### config.mk
export PLATFORM = sky130hd
export DESIGN_NAME = mips_core_top
export DESIGN_NICKNAME = d
export VERILOG_FILES = /design/src/mips_isa_pkg.sv /design/src/mips_pipe_pkg.sv /design/src/mips_core_top.sv /design/src/mips_ex_stage.sv /design/src/mips_id_stage.sv /design/src/mips_regfile.sv /design/src/mips_wb_stage.sv
export VERILOG_INCLUDE_DIRS = /design/src
export SDC_FILE = /design/constraint.sdc
export NUM_CORES = 2
export LEC_CHECK = 0
export BUFFER_PORTS_ARGS = -buffer_cell sky130_fd_sc_hd__buf_2
export CAP_MARGIN = 5
export CORE_MARGIN = 2
export CORE_UTILIZATION = 50
export CTS_BUF_LIST = sky130_fd_sc_hd__clkbuf_16
export CTS_CLUSTER_DIAMETER = 80
export DETAILED_ROUTE_END_ITERATION = 8
export GPL_TIMING_DRIVEN = 0
export PLACE_DENSITY_LB_ADDON = 0.3
export SLEW_MARGIN = 25
export SYNTH_ARGS = -nofsm -noshare
export SYNTH_HDL_FRONTEND = slang
export SYNTH_SLANG_ARGS = --single-unit
### constraint.sdc
create_clock -name clk -period 8.41 [get_ports clk]
set_clock_uncertainty 0.1 [all_clocks]
set_input_delay 0.4205 -clock clk [delete_from_list [all_inputs] [get_ports clk]]
set_output_delay 0.4205 -clock clk [all_outputs]
set_load 0.1 [all_outputs]
### src/mips_config.svh
`ifndef MIPS_CONFIG_SVH
`define MIPS_CONFIG_SVH

// datapath word width
`define MIPS_DATA_W     32

// architectural register file size
`define MIPS_REG_NUM    32

// bits needed to index a register
`define MIPS_REG_ADDR_W 5

`endif

### src/mips_isa_pkg.sv
package mips_isa_pkg;

    // primary opcode, bits 31:26
    typedef enum logic [5:0] {
        OP_SPECIAL = 6'h00,
        OP_ADDI    = 6'h08,
        OP_ADDIU   = 6'h09,
        OP_ANDI    = 6'h0c,
        OP_ORI     = 6'h0d,
        OP_XORI    = 6'h0e,
        OP_LUI     = 6'h0f
    } opcode_e;

    // function field of SPECIAL, bits 5:0
    typedef enum logic [5:0] {
        F_SLL  = 6'h00,
        F_SRL  = 6'h02,
        F_SRA  = 6'h03,
        F_SLLV = 6'h04,
        F_SRLV = 6'h06,
        F_SRAV = 6'h07,
        F_ADD  = 6'h20,
        F_ADDU = 6'h21,
        F_SUB  = 6'h22,
        F_SUBU = 6'h23,
        F_AND  = 6'h24,
        F_OR   = 6'h25,
        F_XOR  = 6'h26,
        F_NOR  = 6'h27,
        F_SLT  = 6'h2a,
        F_SLTU = 6'h2b
    } funct_e;

    typedef logic [31:0] inst_t;
    typedef logic [15:0] imm16_t;
    typedef logic [4:0]  shamt_t;

endpackage

### src/mips_pipe_pkg.sv
`include "mips_config.svh"

package mips_pipe_pkg;

    typedef logic [`MIPS_DATA_W-1:0]     word_t;
    typedef logic [`MIPS_REG_ADDR_W-1:0] reg_addr_t;

    typedef enum logic [3:0] {
        ALU_NOP  = 4'd0,
        ALU_AND  = 4'd1,
        ALU_OR   = 4'd2,
        ALU_XOR  = 4'd3,
        ALU_NOR  = 4'd4,
        ALU_ADD  = 4'd5,  // traps on overflow
        ALU_ADDU = 4'd6,
        ALU_SUB  = 4'd7,  // traps on overflow
        ALU_SUBU = 4'd8,
        ALU_SLT  = 4'd9,
        ALU_SLTU = 4'd10,
        ALU_SLL  = 4'd11,
        ALU_SRL  = 4'd12,
        ALU_SRA  = 4'd13
    } alu_op_e;

endpackage

### src/mips_core_top.sv
`timescale 1ns/1ps

module mips_core_top
    import mips_isa_pkg::*;
    import mips_pipe_pkg::*;
(
    input  logic      clk,
    input  logic      rst_n_i,
    input  logic      inst_valid_i,
    input  inst_t     inst_i,
    output logic      wb_en_o,
    output reg_addr_t wb_addr_o,
    output word_t     wb_data_o
);

    reg_addr_t rs_addr;
    reg_addr_t rt_addr;
    word_t     rs_data;
    word_t     rt_data;
    alu_op_e   id_alu_op;
    word_t     id_opa;
    word_t     id_opb;
    logic      id_wreg;
    reg_addr_t id_waddr;
    word_t     ex_result;
    logic      ex_ovf;
    logic      ex_wreg;
    reg_addr_t ex_waddr;

    mips_id_stage i_mips_id_stage (
        .clk          (clk),
        .rst_n_i      (rst_n_i),
        .inst_valid_i (inst_valid_i),
        .inst_i       (inst_i),
        .rs_data_i    (rs_data),
        .rt_data_i    (rt_data),
        .ex_wreg_i    (ex_wreg),
        .ex_waddr_i   (ex_waddr),
        .ex_wdata_i   (ex_result),
        .wb_wreg_i    (wb_en_o),    // older forwarding source
        .wb_waddr_i   (wb_addr_o),
        .wb_wdata_i   (wb_data_o),
        .rs_addr_o    (rs_addr),
        .rt_addr_o    (rt_addr),
        .alu_op_o     (id_alu_op),
        .opa_o        (id_opa),
        .opb_o        (id_opb),
        .wreg_o       (id_wreg),
        .waddr_o      (id_waddr)
    );

    mips_ex_stage i_mips_ex_stage (
        .clk      (clk),
        .rst_n_i  (rst_n_i),
        .alu_op_i (id_alu_op),
        .opa_i    (id_opa),
        .opb_i    (id_opb),
        .wreg_i   (id_wreg),
        .waddr_i  (id_waddr),
        .result_o (ex_result),
        .ovf_o    (ex_ovf),
        .wreg_o   (ex_wreg),
        .waddr_o  (ex_waddr)
    );

    mips_wb_stage i_mips_wb_stage (
        .clk       (clk),
        .rst_n_i   (rst_n_i),
        .result_i  (ex_result),
        .ovf_i     (ex_ovf),
        .wreg_i    (ex_wreg),
        .waddr_i   (ex_waddr),
        .wb_en_o   (wb_en_o),
        .wb_addr_o (wb_addr_o),
        .wb_data_o (wb_data_o)
    );

    mips_regfile i_mips_regfile (
        .clk       (clk),
        .rst_n_i   (rst_n_i),
        .rs_addr_i (rs_addr),
        .rt_addr_i (rt_addr),
        .we_i      (wb_en_o),
        .waddr_i   (wb_addr_o),
        .wdata_i   (wb_data_o),
        .rs_data_o (rs_data),
        .rt_data_o (rt_data)
    );

endmodule

### src/mips_ex_stage.sv
`timescale 1ns/1ps
`include "mips_config.svh"

module mips_ex_stage
    import mips_pipe_pkg::*;
(
    input  logic      clk,
    input  logic      rst_n_i,
    input  alu_op_e   alu_op_i,
    input  word_t     opa_i,
    input  word_t     opb_i,
    input  logic      wreg_i,
    input  reg_addr_t waddr_i,
    output word_t     result_o,
    output logic      ovf_o,
    output logic      wreg_o,
    output reg_addr_t waddr_o
);

    localparam int MSB  = `MIPS_DATA_W - 1;
    localparam int SH_W = $clog2(`MIPS_DATA_W);

    word_t                 sum;
    word_t                 diff;
    logic [`MIPS_DATA_W:0] sum_wide;   // sign-extended by one bit
    logic [`MIPS_DATA_W:0] diff_wide;

    assign sum  = opa_i + opb_i;
    assign diff = opa_i - opb_i;

    assign sum_wide  = {opa_i[MSB], opa_i} + {opb_i[MSB], opb_i};
    assign diff_wide = {opa_i[MSB], opa_i} - {opb_i[MSB], opb_i};

    always_comb
    begin
        case (alu_op_i)
            ALU_AND:           result_o = opa_i & opb_i;
            ALU_OR:            result_o = opa_i | opb_i;
            ALU_XOR:           result_o = opa_i ^ opb_i;
            ALU_NOR:           result_o = ~(opa_i | opb_i);
            ALU_ADD, ALU_ADDU: result_o = sum;
            ALU_SUB, ALU_SUBU: result_o = diff;
            ALU_SLT:           result_o = word_t'($signed(opa_i) < $signed(opb_i));
            ALU_SLTU:          result_o = word_t'(opa_i < opb_i);
            ALU_SLL:           result_o = opb_i << opa_i[SH_W-1:0];
            ALU_SRL:           result_o = opb_i >> opa_i[SH_W-1:0];
            ALU_SRA:           result_o = word_t'($signed(opb_i) >>> opa_i[SH_W-1:0]);
            default:           result_o = '0;
        endcase
    end

    // signed overflow, trapping forms only
    always_comb
    begin
        case (alu_op_i)
            ALU_ADD: ovf_o = (opa_i[MSB] == opb_i[MSB]) && (sum[MSB] != opa_i[MSB]);
            ALU_SUB: ovf_o = (opa_i[MSB] != opb_i[MSB]) && (diff[MSB] != opa_i[MSB]);
            default: ovf_o = 1'b0;
        endcase
    end

    assign wreg_o  = wreg_i & ~ovf_o;  // trapped result is never forwarded
    assign waddr_o = waddr_i;

    // overflow when the two top bits of the wide result differ
    a_ovf_trap_only: assert property (@(posedge clk) disable iff (!rst_n_i)
        ovf_o == ((alu_op_i == ALU_ADD && sum_wide[MSB+1] != sum_wide[MSB]) ||
                  (alu_op_i == ALU_SUB && diff_wide[MSB+1] != diff_wide[MSB])));

endmodule

### src/mips_id_stage.sv
`timescale 1ns/1ps
`include "mips_config.svh"

module mips_id_stage
    import mips_isa_pkg::*;
    import mips_pipe_pkg::*;
(
    input  logic      clk,
    input  logic      rst_n_i,
    input  logic      inst_valid_i,
    input  inst_t     inst_i,
    input  word_t     rs_data_i,
    input  word_t     rt_data_i,
    input  logic      ex_wreg_i,
    input  reg_addr_t ex_waddr_i,
    input  word_t     ex_wdata_i,
    input  logic      wb_wreg_i,
    input  reg_addr_t wb_waddr_i,
    input  word_t     wb_wdata_i,
    output reg_addr_t rs_addr_o,
    output reg_addr_t rt_addr_o,
    output alu_op_e   alu_op_o,
    output word_t     opa_o,
    output word_t     opb_o,
    output logic      wreg_o,
    output reg_addr_t waddr_o
);

    logic      valid_q;
    inst_t     inst_q;
    opcode_e   op;
    funct_e    funct;
    reg_addr_t rs;
    reg_addr_t rt;
    reg_addr_t rd;
    shamt_t    sa;
    imm16_t    imm;
    word_t     imm_zext;
    word_t     imm_sext;
    word_t     imm_upper;
    alu_op_e   dec_op;
    logic      dec_wreg;
    reg_addr_t dec_waddr;
    logic      rd_a;
    logic      rd_b;
    word_t     ext_a;
    word_t     ext_b;
    word_t     opa_d;
    word_t     opb_d;

    function automatic logic fwd_hit(input logic rd_en, input logic wen,
                                     input reg_addr_t waddr, input reg_addr_t raddr);
        return rd_en && wen && (waddr != '0) && (waddr == raddr);
    endfunction

    // instruction register at the sampling edge
    always_ff @(posedge clk or negedge rst_n_i)
    begin
        if (!rst_n_i)
        begin
            valid_q <= 1'b0;
            inst_q  <= '0;
        end
        else
        begin
            valid_q <= inst_valid_i;
            inst_q  <= inst_i;
        end
    end

    assign op        = opcode_e'(inst_q[31:26]);
    assign funct     = funct_e'(inst_q[5:0]);
    assign rs        = inst_q[25:21];
    assign rt        = inst_q[20:16];
    assign rd        = inst_q[15:11];
    assign sa        = inst_q[10:6];
    assign imm       = inst_q[15:0];
    assign imm_zext  = {{(`MIPS_DATA_W-16){1'b0}}, imm};
    assign imm_sext  = {{(`MIPS_DATA_W-16){imm[15]}}, imm};
    assign imm_upper = {imm, {(`MIPS_DATA_W-16){1'b0}}};
    assign rs_addr_o = rs;
    assign rt_addr_o = rt;

    always_comb
    begin
        dec_op    = ALU_NOP;
        dec_wreg  = 1'b0;
        dec_waddr = rd;
        rd_a      = 1'b0;
        rd_b      = 1'b0;
        ext_a     = '0;
        ext_b     = '0;
        case (op)
            OP_SPECIAL:
            begin
                if (sa == '0)  // register forms need a zero shamt
                begin
                    rd_a     = 1'b1;
                    rd_b     = 1'b1;
                    dec_wreg = 1'b1;
                    case (funct)
                        F_AND:   dec_op = ALU_AND;
                        F_OR:    dec_op = ALU_OR;
                        F_XOR:   dec_op = ALU_XOR;
                        F_NOR:   dec_op = ALU_NOR;
                        F_ADD:   dec_op = ALU_ADD;
                        F_ADDU:  dec_op = ALU_ADDU;
                        F_SUB:   dec_op = ALU_SUB;
                        F_SUBU:  dec_op = ALU_SUBU;
                        F_SLT:   dec_op = ALU_SLT;
                        F_SLTU:  dec_op = ALU_SLTU;
                        F_SLLV:  dec_op = ALU_SLL;
                        F_SRLV:  dec_op = ALU_SRL;
                        F_SRAV:  dec_op = ALU_SRA;
                        default:
                        begin
                            rd_a     = 1'b0;
                            rd_b     = 1'b0;
                            dec_wreg = 1'b0;
                        end
                    endcase
                end
                if (rs == '0)  // immediate shifts, amount taken as operand a
                begin
                    case (funct)
                        F_SLL:   dec_op = ALU_SLL;
                        F_SRL:   dec_op = ALU_SRL;
                        F_SRA:   dec_op = ALU_SRA;
                        default: ;
                    endcase
                    if (funct inside {F_SLL, F_SRL, F_SRA})
                    begin
                        rd_a     = 1'b0;
                        rd_b     = 1'b1;
                        dec_wreg = 1'b1;
                        ext_a    = word_t'(sa);
                    end
                end
            end
            OP_ORI, OP_ANDI, OP_XORI, OP_ADDI, OP_ADDIU:
            begin
                rd_a      = 1'b1;
                dec_wreg  = 1'b1;
                dec_waddr = rt;
                ext_b     = imm_zext;
                case (op)
                    OP_ORI:  dec_op = ALU_OR;
                    OP_ANDI: dec_op = ALU_AND;
                    OP_XORI: dec_op = ALU_XOR;
                    OP_ADDI:
                    begin
                        dec_op = ALU_ADD;
                        ext_b  = imm_sext;
                    end
                    default:
                    begin
                        dec_op = ALU_ADDU;
                        ext_b  = imm_sext;
                    end
                endcase
            end
            OP_LUI:
            begin
                dec_op    = ALU_OR;  // 0 | imm<<16
                dec_wreg  = 1'b1;
                dec_waddr = rt;
                ext_b     = imm_upper;
            end
            default: ;
        endcase
        if (!valid_q)
        begin
            dec_op   = ALU_NOP;
            dec_wreg = 1'b0;
        end
    end

    // younger stage wins over older, then the register file
    assign opa_d = !rd_a ? ext_a :
                   fwd_hit(rd_a, ex_wreg_i, ex_waddr_i, rs) ? ex_wdata_i :
                   fwd_hit(rd_a, wb_wreg_i, wb_waddr_i, rs) ? wb_wdata_i : rs_data_i;
    assign opb_d = !rd_b ? ext_b :
                   fwd_hit(rd_b, ex_wreg_i, ex_waddr_i, rt) ? ex_wdata_i :
                   fwd_hit(rd_b, wb_wreg_i, wb_waddr_i, rt) ? wb_wdata_i : rt_data_i;

    always_ff @(posedge clk or negedge rst_n_i)
    begin
        if (!rst_n_i)
        begin
            alu_op_o <= ALU_NOP;
            wreg_o   <= 1'b0;
        end
        else
        begin
            alu_op_o <= dec_op;
            wreg_o   <= dec_wreg;
        end
    end

    always_ff @(posedge clk)
    begin
        opa_o   <= opa_d;
        opb_o   <= opb_d;
        waddr_o <= dec_waddr;
    end

    // r0 reads zero even while a younger stage writes r0
    a_rs_zero: assert property (@(posedge clk) disable iff (!rst_n_i)
        (valid_q && rd_a && rs == '0) |-> opa_d == '0);
    a_rt_zero: assert property (@(posedge clk) disable iff (!rst_n_i)
        (valid_q && rd_b && rt == '0) |-> opb_d == '0);

endmodule

### src/mips_regfile.sv
`timescale 1ns/1ps
`include "mips_config.svh"

module mips_regfile
    import mips_pipe_pkg::*;
(
    input  logic      clk,
    input  logic      rst_n_i,
    input  reg_addr_t rs_addr_i,
    input  reg_addr_t rt_addr_i,
    input  logic      we_i,
    input  reg_addr_t waddr_i,
    input  word_t     wdata_i,
    output word_t     rs_data_o,
    output word_t     rt_data_o
);

    word_t regs [`MIPS_REG_NUM];

    always_ff @(posedge clk or negedge rst_n_i)
    begin
        if (!rst_n_i)
        begin
            for (int i = 0; i < `MIPS_REG_NUM; i++)
            begin
                regs[i] <= '0;
            end
        end
        else if (we_i && (waddr_i != '0))  // r0 is never written
        begin
            regs[waddr_i] <= wdata_i;
        end
    end

    assign rs_data_o = (rs_addr_i == '0) ? '0 : regs[rs_addr_i];
    assign rt_data_o = (rt_addr_i == '0) ? '0 : regs[rt_addr_i];

endmodule

### src/mips_wb_stage.sv
`timescale 1ns/1ps

module mips_wb_stage
    import mips_pipe_pkg::*;
(
    input  logic      clk,
    input  logic      rst_n_i,
    input  word_t     result_i,
    input  logic      ovf_i,
    input  logic      wreg_i,
    input  reg_addr_t waddr_i,
    output logic      wb_en_o,
    output reg_addr_t wb_addr_o,
    output word_t     wb_data_o
);

    always_ff @(posedge clk or negedge rst_n_i)
    begin
        if (!rst_n_i)
            wb_en_o <= 1'b0;
        else
            wb_en_o <= wreg_i & ~ovf_i;  // overflow cancels the write
    end

    always_ff @(posedge clk)
    begin
        wb_addr_o <= waddr_i;
        wb_data_o <= result_i;
    end

    a_wb_en_known: assert property (@(posedge clk) disable iff (!rst_n_i)
        !$isunknown(wb_en_o));

endmodule

== After elaboration in Yosys (flattened, before gate mapping) ==
Cells that the tools add are included.
Storage, ports and cells
  input port bits: 35
  output and inout bits: 38
  word-level logic and storage cells: 177
  register bits: 1169
Cells by class
  add/sub/neg operators: 2
  shifts and indexed selects: 3
  bitwise logic cells: 10
  mux-type cells: 42
  equal/unequal tests: 42
  magnitude comparators: 6
  reduce and logical (&&, ||, !) cells: 30
Operators by type and width (count)
  1024-bit bitwise mux: 1
  32-bit 2-to-1 mux: 16
  32-bit one-hot mux with 11 select lines: 1
  32-bit binary-select mux with 5-bit select: 2
  32-bit demux with 5-bit select: 1
  32-bit < comparator: 2
  32-bit one-hot mux with 2 select lines: 1
  6-bit == test, second input constant: 10
  4-bit one-hot mux with 13 select lines: 1
  6-bit by 4-bit == test with 1-bit output, second input constant: 6
  32-bit adder: 1
  32-bit AND: 1
  32-bit NOT: 1
  32-bit bitwise OR: 1
  32-bit by 5-bit left shift with 32-bit output: 1
  32-bit by 5-bit right shift with 32-bit output: 1
  32-bit by 5-bit >>> shifter with 32-bit output: 1
  32-bit subtractor: 1
  32-bit bitwise XOR: 1
  4-bit == test, second input constant: 6
  4-bit one-hot mux with 3 select lines: 2
  5-bit == test: 4
  6-bit by 3-bit == test with 1-bit output, second input constant: 3
  6-bit greater-or-equal comparator, second input constant: 3
  25 further kinds: 67

== Logic depth before layout (Yosys ltp) ==
  word-level depth: 13
  gate-level depth with buffers: 18
  depth with buffers taken out: 13

== Cells and area by module ==
A second synthesis with hierarchy kept.
Unflattened totals
  cell total of the unflattened synthesis: 5712
  area, all modules: 69823.2 sq um
By module, submodules not included
  mips_regfile: times used 1, area an instance 54512.3 sq um, cells an instance 3788
  mips_ex_stage: times used 1, area an instance 9290.2 sq um, cells an instance 1342
  mips_id_stage: times used 1, area an instance 5241.3 sq um, cells an instance 543
  mips_wb_stage: times used 1, area an instance 779.5 sq um, cells an instance 39

== Worst setup path after synthesis ==
No wires, ideal clock.
  path type: register to register
  start: reg i_mips_id_stage.opa_o[2]
  end: reg i_mips_id_stage.opb_o[19]
  path buffers: 5
  data arrival time: 3.783 ns
  slack: 4.384 ns
  clock period less this slack: 4.026 ns
  stages on the path, launching flop included: 18
  setup time: 0.143 ns
  required time: 8.167 ns
  cell sequence: dfxtp_1 > clkbuf_1 > inv_1 > clkbuf_1 > buf_1 > ha_1 > buf_4 > a21oi_1 > a21oi_1 > o2111ai_2 > a211oi_1 > o21ai_1 > a211oi_2 > o31ai_1 > a22oi_2 > buf_2 > a221oi_1 > o21ai_1
Between the ends
  longest elaborated chain between the ends: 11
  elaborated cells between the ends (all ways): 18
  those cells by class: add/sub (2); eq/ne (2); shift (3); mux (4); bitwise (2); reduce/logical (5)
Ends and longest elaborated chain
  start: declaration: RTL line mips_id_stage.sv:23  | output word_t opa_o,
  start signal: assignment: RTL line mips_id_stage.sv:202  | opa_o <= opa_d;
  32-bit subtractor or 32-bit adder (tied branches): RTL line mips_ex_stage.sv:29, mips_ex_stage.sv:28
  1-bit != test (on tied branches): RTL line mips_ex_stage.sv:57, mips_ex_stage.sv:56
  1-bit logical AND (on tied branches): RTL line mips_ex_stage.sv:57, mips_ex_stage.sv:56
  1-bit one-hot mux with 2 select lines: RTL line mips_ex_stage.sv:55  | case (alu_op_i)
  1-bit NOT: RTL line mips_ex_stage.sv:62  | assign wreg_o = wreg_i & ~ovf_o;
  1-bit AND: RTL line mips_ex_stage.sv:62
  1-bit logical AND (3 in a row): RTL line mips_id_stage.sv:53  | return rd_en && wen && (waddr != '0) && (waddr == raddr);
  32-bit 2-to-1 mux *: RTL line mips_id_stage.sv:183  | fwd_hit(rd_b, ex_wreg_i, ex_waddr_i, rt) ? ex_wdata_i :
  32-bit 2-to-1 mux *: RTL line mips_id_stage.sv:182  | assign opb_d = !rd_b ? ext_b :
  via i_mips_id_stage.opb_d[19]: RTL line mips_id_stage.sv:49  | word_t opb_d;
  end signal: assignment: RTL line mips_id_stage.sv:203  | opb_o <= opb_d;
  end: declaration: RTL line mips_id_stage.sv:24  | output word_t opb_o,
Mark *: on every way through the listed nets, which the timed path passes. The rest lies on a longest branch.
A chain may end at the register's enable or synchronous reset.

== Worst setup path after layout ==
  start: reg i_mips_id_stage.opa_o[3]
  end: reg i_mips_id_stage.opb_o[5]
Same word-level chain as after synthesis.

==> flow_metrics.env <==
export IMPL_max_vdd_ir_drop_mv=0.197
export IMPL_power_density_nw_per_um2=164
export IMPL_finalWorstSetupSlack_ps=1610
export IMPL_grt_total_usage_pct=39.7
export IMPL_worstSetupStartpointType="flop"
export IMPL_cp_max_fo=10
export IMPL_cp_arrival_ps=7240
export IMPL_fin_crit_sh_pct=80.9
export IMPL_cts_resized=0
export IMPL_via_per_inst=7.17
export IMPL_seqPwrFrac_pct=45.7
export IMPL_grt_max_degree=131
export IMPL_portBuffers=72
export IMPL_htreeDepth=4
export IMPL_syn_cell_area_um2=68300
export IMPL_cap_violations=0
export IMPL_synth_async_reset_ratio_pct=90.9
export IMPL_ctsRootBufferMaster="clkbuf_16"
export IMPL_pwr_share_clk_pct=46.5
export IMPL_cpPeakStageDelay_ps=800
export IMPL_fin_cells=7259
export IMPL_vias=52055
export IMPL_crit_top_cell="clkbuf_1"
export IMPL_power_internal_mw=9.30
export IMPL_crit_chain="inv_1, clkbuf_1, buf_1, clkbuf_1, ha_1, nand2_1, a21oi_1, o2111ai_2, a211oi_1, o21ai_1, a211oi_2, o31ai_1, a22oi_2, buf_2, nand3_1, o311ai_0"
export IMPL_status="complete, no violations"
export IMPL_p_switching_mw=3.22
export IMPL_worstSetupEndpointType="flop"
export IMPL_tightest_slew_ps=1280
export IMPL_cts_setup_buffers=0
export IMPL_synth_edf_count=0
export IMPL_postRouteAntennaNets=0
export IMPL_place_ws_ps=2060
export IMPL_clock_sinks=1169
export IMPL_grt_pass1_wl_mm=390
export IMPL_min_period_ps=6800
export IMPL_setup_viol=0
export IMPL_synth_distinct_cells=95
export IMPL_first_pass_iters=6
export IMPL_fp_dieW_um=374
export IMPL_die_h_um=374
export IMPL_power_leakage_nw=33.7
export IMPL_coreArea_um2=135000
export IMPL_drtIter0Drc=6779
export IMPL_crit_type="flop to flop"
export IMPL_switching_share_pct=25.7
export IMPL_slew_viol_final=0
export IMPL_routed_wl_mm=278
export IMPL_insertion_delay_ps=790
export IMPL_num_rows=135
export IMPL_clockBufferDepth=3
export IMPL_cts_tree="built"
export IMPL_maxSlewHeadroom_pct=14.9
export IMPL_slowest_stage="o31ai_1"
export IMPL_path_clk_slew_ps=60
export IMPL_synth_ff_type="dfrtp_1"
export IMPL_routabilityCongestion=1.05
export IMPL_hpwl_mm=202
export IMPL_syn2layout_area_growth_pct=11.6
export IMPL_hold_path_class="input port to asynchronous set/reset pin"
export IMPL_wire_per_inst_um=38.3
export IMPL_die_area_um2=140000
export IMPL_grt_overflow=0
export IMPL_cts_buffers=130
export IMPL_avgSynthCellArea_um2=13.4
export IMPL_setup_tns_ps=0
export IMPL_synth_seq_area_share_pct=42.0
export IMPL_floorplan_initialDensity_pct=50.4
export IMPL_ys_ff_latch=1169
export IMPL_required_ps=8850
export IMPL_nets=5504
export IMPL_drive_gt1_share_pct=41.2
export IMPL_clock_fmax_ghz=0.147
export IMPL_pwr_share_comb_pct=7.7
export IMPL_antenna_found_initial=16
export IMPL_synth_warnings=0
export IMPL_route_detailed_drc=0
export IMPL_grt_setup_unrepaired="false"
export IMPL_hold_buffers=34
export IMPL_placed_cells=6982
export IMPL_syn_num_nets=5246
export IMPL_grt_pass1_vias=52100
export IMPL_synth_cells=5109
export IMPL_finalHoldViolCount=0
export IMPL_boundaryPins=73
synth_stat cells, types with 35 or more instances:
cell type	n	area (um^2)
buf_2	97	485
buf_1	108	405
dfxtp_1	106	2120
nand2_1	224	841
nor3_1	40	200
mux4_2	668	15000
o211ai_1	37	278
inv_1	113	424
a221oi_1	35	307
nor2_1	208	781
nand3_1	70	350
dfrtp_1	1063	26600
mux2_2	1019	11500
clkbuf_1	312	1170
a21oi_1	155	776
a211oi_1	57	428
ha_1	100	1250
mux2i_1	124	1240
o21ai_0	138	691
stage by stage:
stage	power [mW]	utilization, %	hold WS, ps	instance area (um^2)
2_1_floorplan	6.28	-	24.9	68300
3_3_place_gp	6.73	52.3	305	70900
3_5_place_dp	6.75	52.8	273	71500
4_1_cts	12.5	56.2	66.6	76200
5_1_grt	12.8	56.3	106	76200
6_report	12.5	56.3	58.9	76200
registers in the layout (all words and copies together), names as in the netlist:
name	count
i_mips_regfile.regs	1024
i_mips_id_stage.inst_q	32
i_mips_id_stage.opa_o	32
i_mips_id_stage.opb_o	32
i_mips_wb_stage.wb_data_o	32
i_mips_id_stage.waddr_o	5
i_mips_wb_stage.wb_addr_o	5
i_mips_id_stage.alu_op_o	4
i_mips_id_stage.valid_q	1
i_mips_id_stage.wreg_o	1
i_mips_wb_stage.wb_en_o	1
power groups by stage:
| stage | sequential (mW) | combinational, mW | clock [mW] |
|---|---|---|---|
| after CTS | 5.72 | 0.943 | 5.83 |
| after global routing | 5.72 | 0.998 | 6.07 |
| final | 5.73 | 0.968 | 5.83 |
| after global placement | 5.83 | 0.899 | 0 |
| after detailed placement | 5.82 | 0.929 | 0 |
| after floorplan | 5.83 | 0.454 | 0 |
cells in the final DEF (no fill, tap or decap), types with 70 or more instances in the layout:
master	Yosys	final
dfrtp_1	1063	1063
dfxtp_1	106	106
mux4_2	668	668
nor2_1	208	208
nand3_1	70	70
mux2_2	1019	1019
a21oi_1	155	153
o21ai_0	138	138
ha_1	100	100
clkbuf_1	312	239
mux2i_1	124	124
clkbuf_2	2	81
clkbuf_16	0	137
inv_1	113	127
buf_2	97	213
nand2_1	224	224
critical path, delay by kind of cell, from the launching register on:
kind / cells / cell delay, ps
fa+ha+maj: 1 / 450
flops: 1 / 500
simple gates: 2 / 220
compound gates: 8 / 2850
buf+inv: 5 / 2390
layout make-up:
| class | count | area [um^2] |
|---|---|---|
| Multi-Input combinational cell | 3292 | 37100 |
| Clock inverter | 97 | 860 |
| Clock buffer | 137 | 3430 |
| Buffer | 531 | 2330 |
| Fill cell | 10992 | 59200 |
| Antenna cell | 9 | 22.5 |
| Tap cell | 1781 | 2230 |
| Inverter | 117 | 439 |
| Sequential cell | 1169 | 28700 |
| Timing Repair Buffer | 126 | 1140 |
cell families (layout without fill, tap and decap cells):
group	count (synthesis)	count (layout)	synth area share [%]
multiplexers	1813	1813	40.7
AO/OA/AOI/OAI	661	661	6.58
AND/OR/NAND/NOR	693	693	4.68
adder cells (fa/ha/maj)	102	102	1.89
other	0	9	0
XOR/XNOR	23	23	0.295
flip-flops	1169	1169	42.0
buffers and inverters	648	1008	3.82
path summary, 6_finish.rpt:
kind                                            startpoint                           end  slack, ps  depth (start not counted)
worst max-delay path              i_mips_id_stage.opa_o[3]      i_mips_id_stage.opb_o[5]       1610                         16
worst min-delay path                               rst_n_i      i_mips_regfile.regs[642]         60                          2
worst max register to register    i_mips_id_stage.opa_o[3]      i_mips_id_stage.opb_o[5]       1610                         16
worst min register to register  i_mips_id_stage.waddr_o[1]  i_mips_wb_stage.wb_addr_o[1]        310                          0
max in group asynchronous                          rst_n_i   i_mips_id_stage.alu_op_o[1]       5930                          5
min in group clk                                inst_i[21]    i_mips_id_stage.inst_q[21]        170                          2
routing by layer:
| metal | part of all wire (%) | track usage, % | vias up |
|---|---|---|---|
| li1 | - | - | 20119 |
| met1 | 35 | 47.8 | 27019 |
| met2 | 44 | 59.8 | 3710 |
| met3 | 12 | 13.8 | 1195 |
| met4 | 8.6 | 28.0 | 12 |
| met5 | 0.032 | 0 | - |
Note: power is estimated with default switching activity, not from simulation.
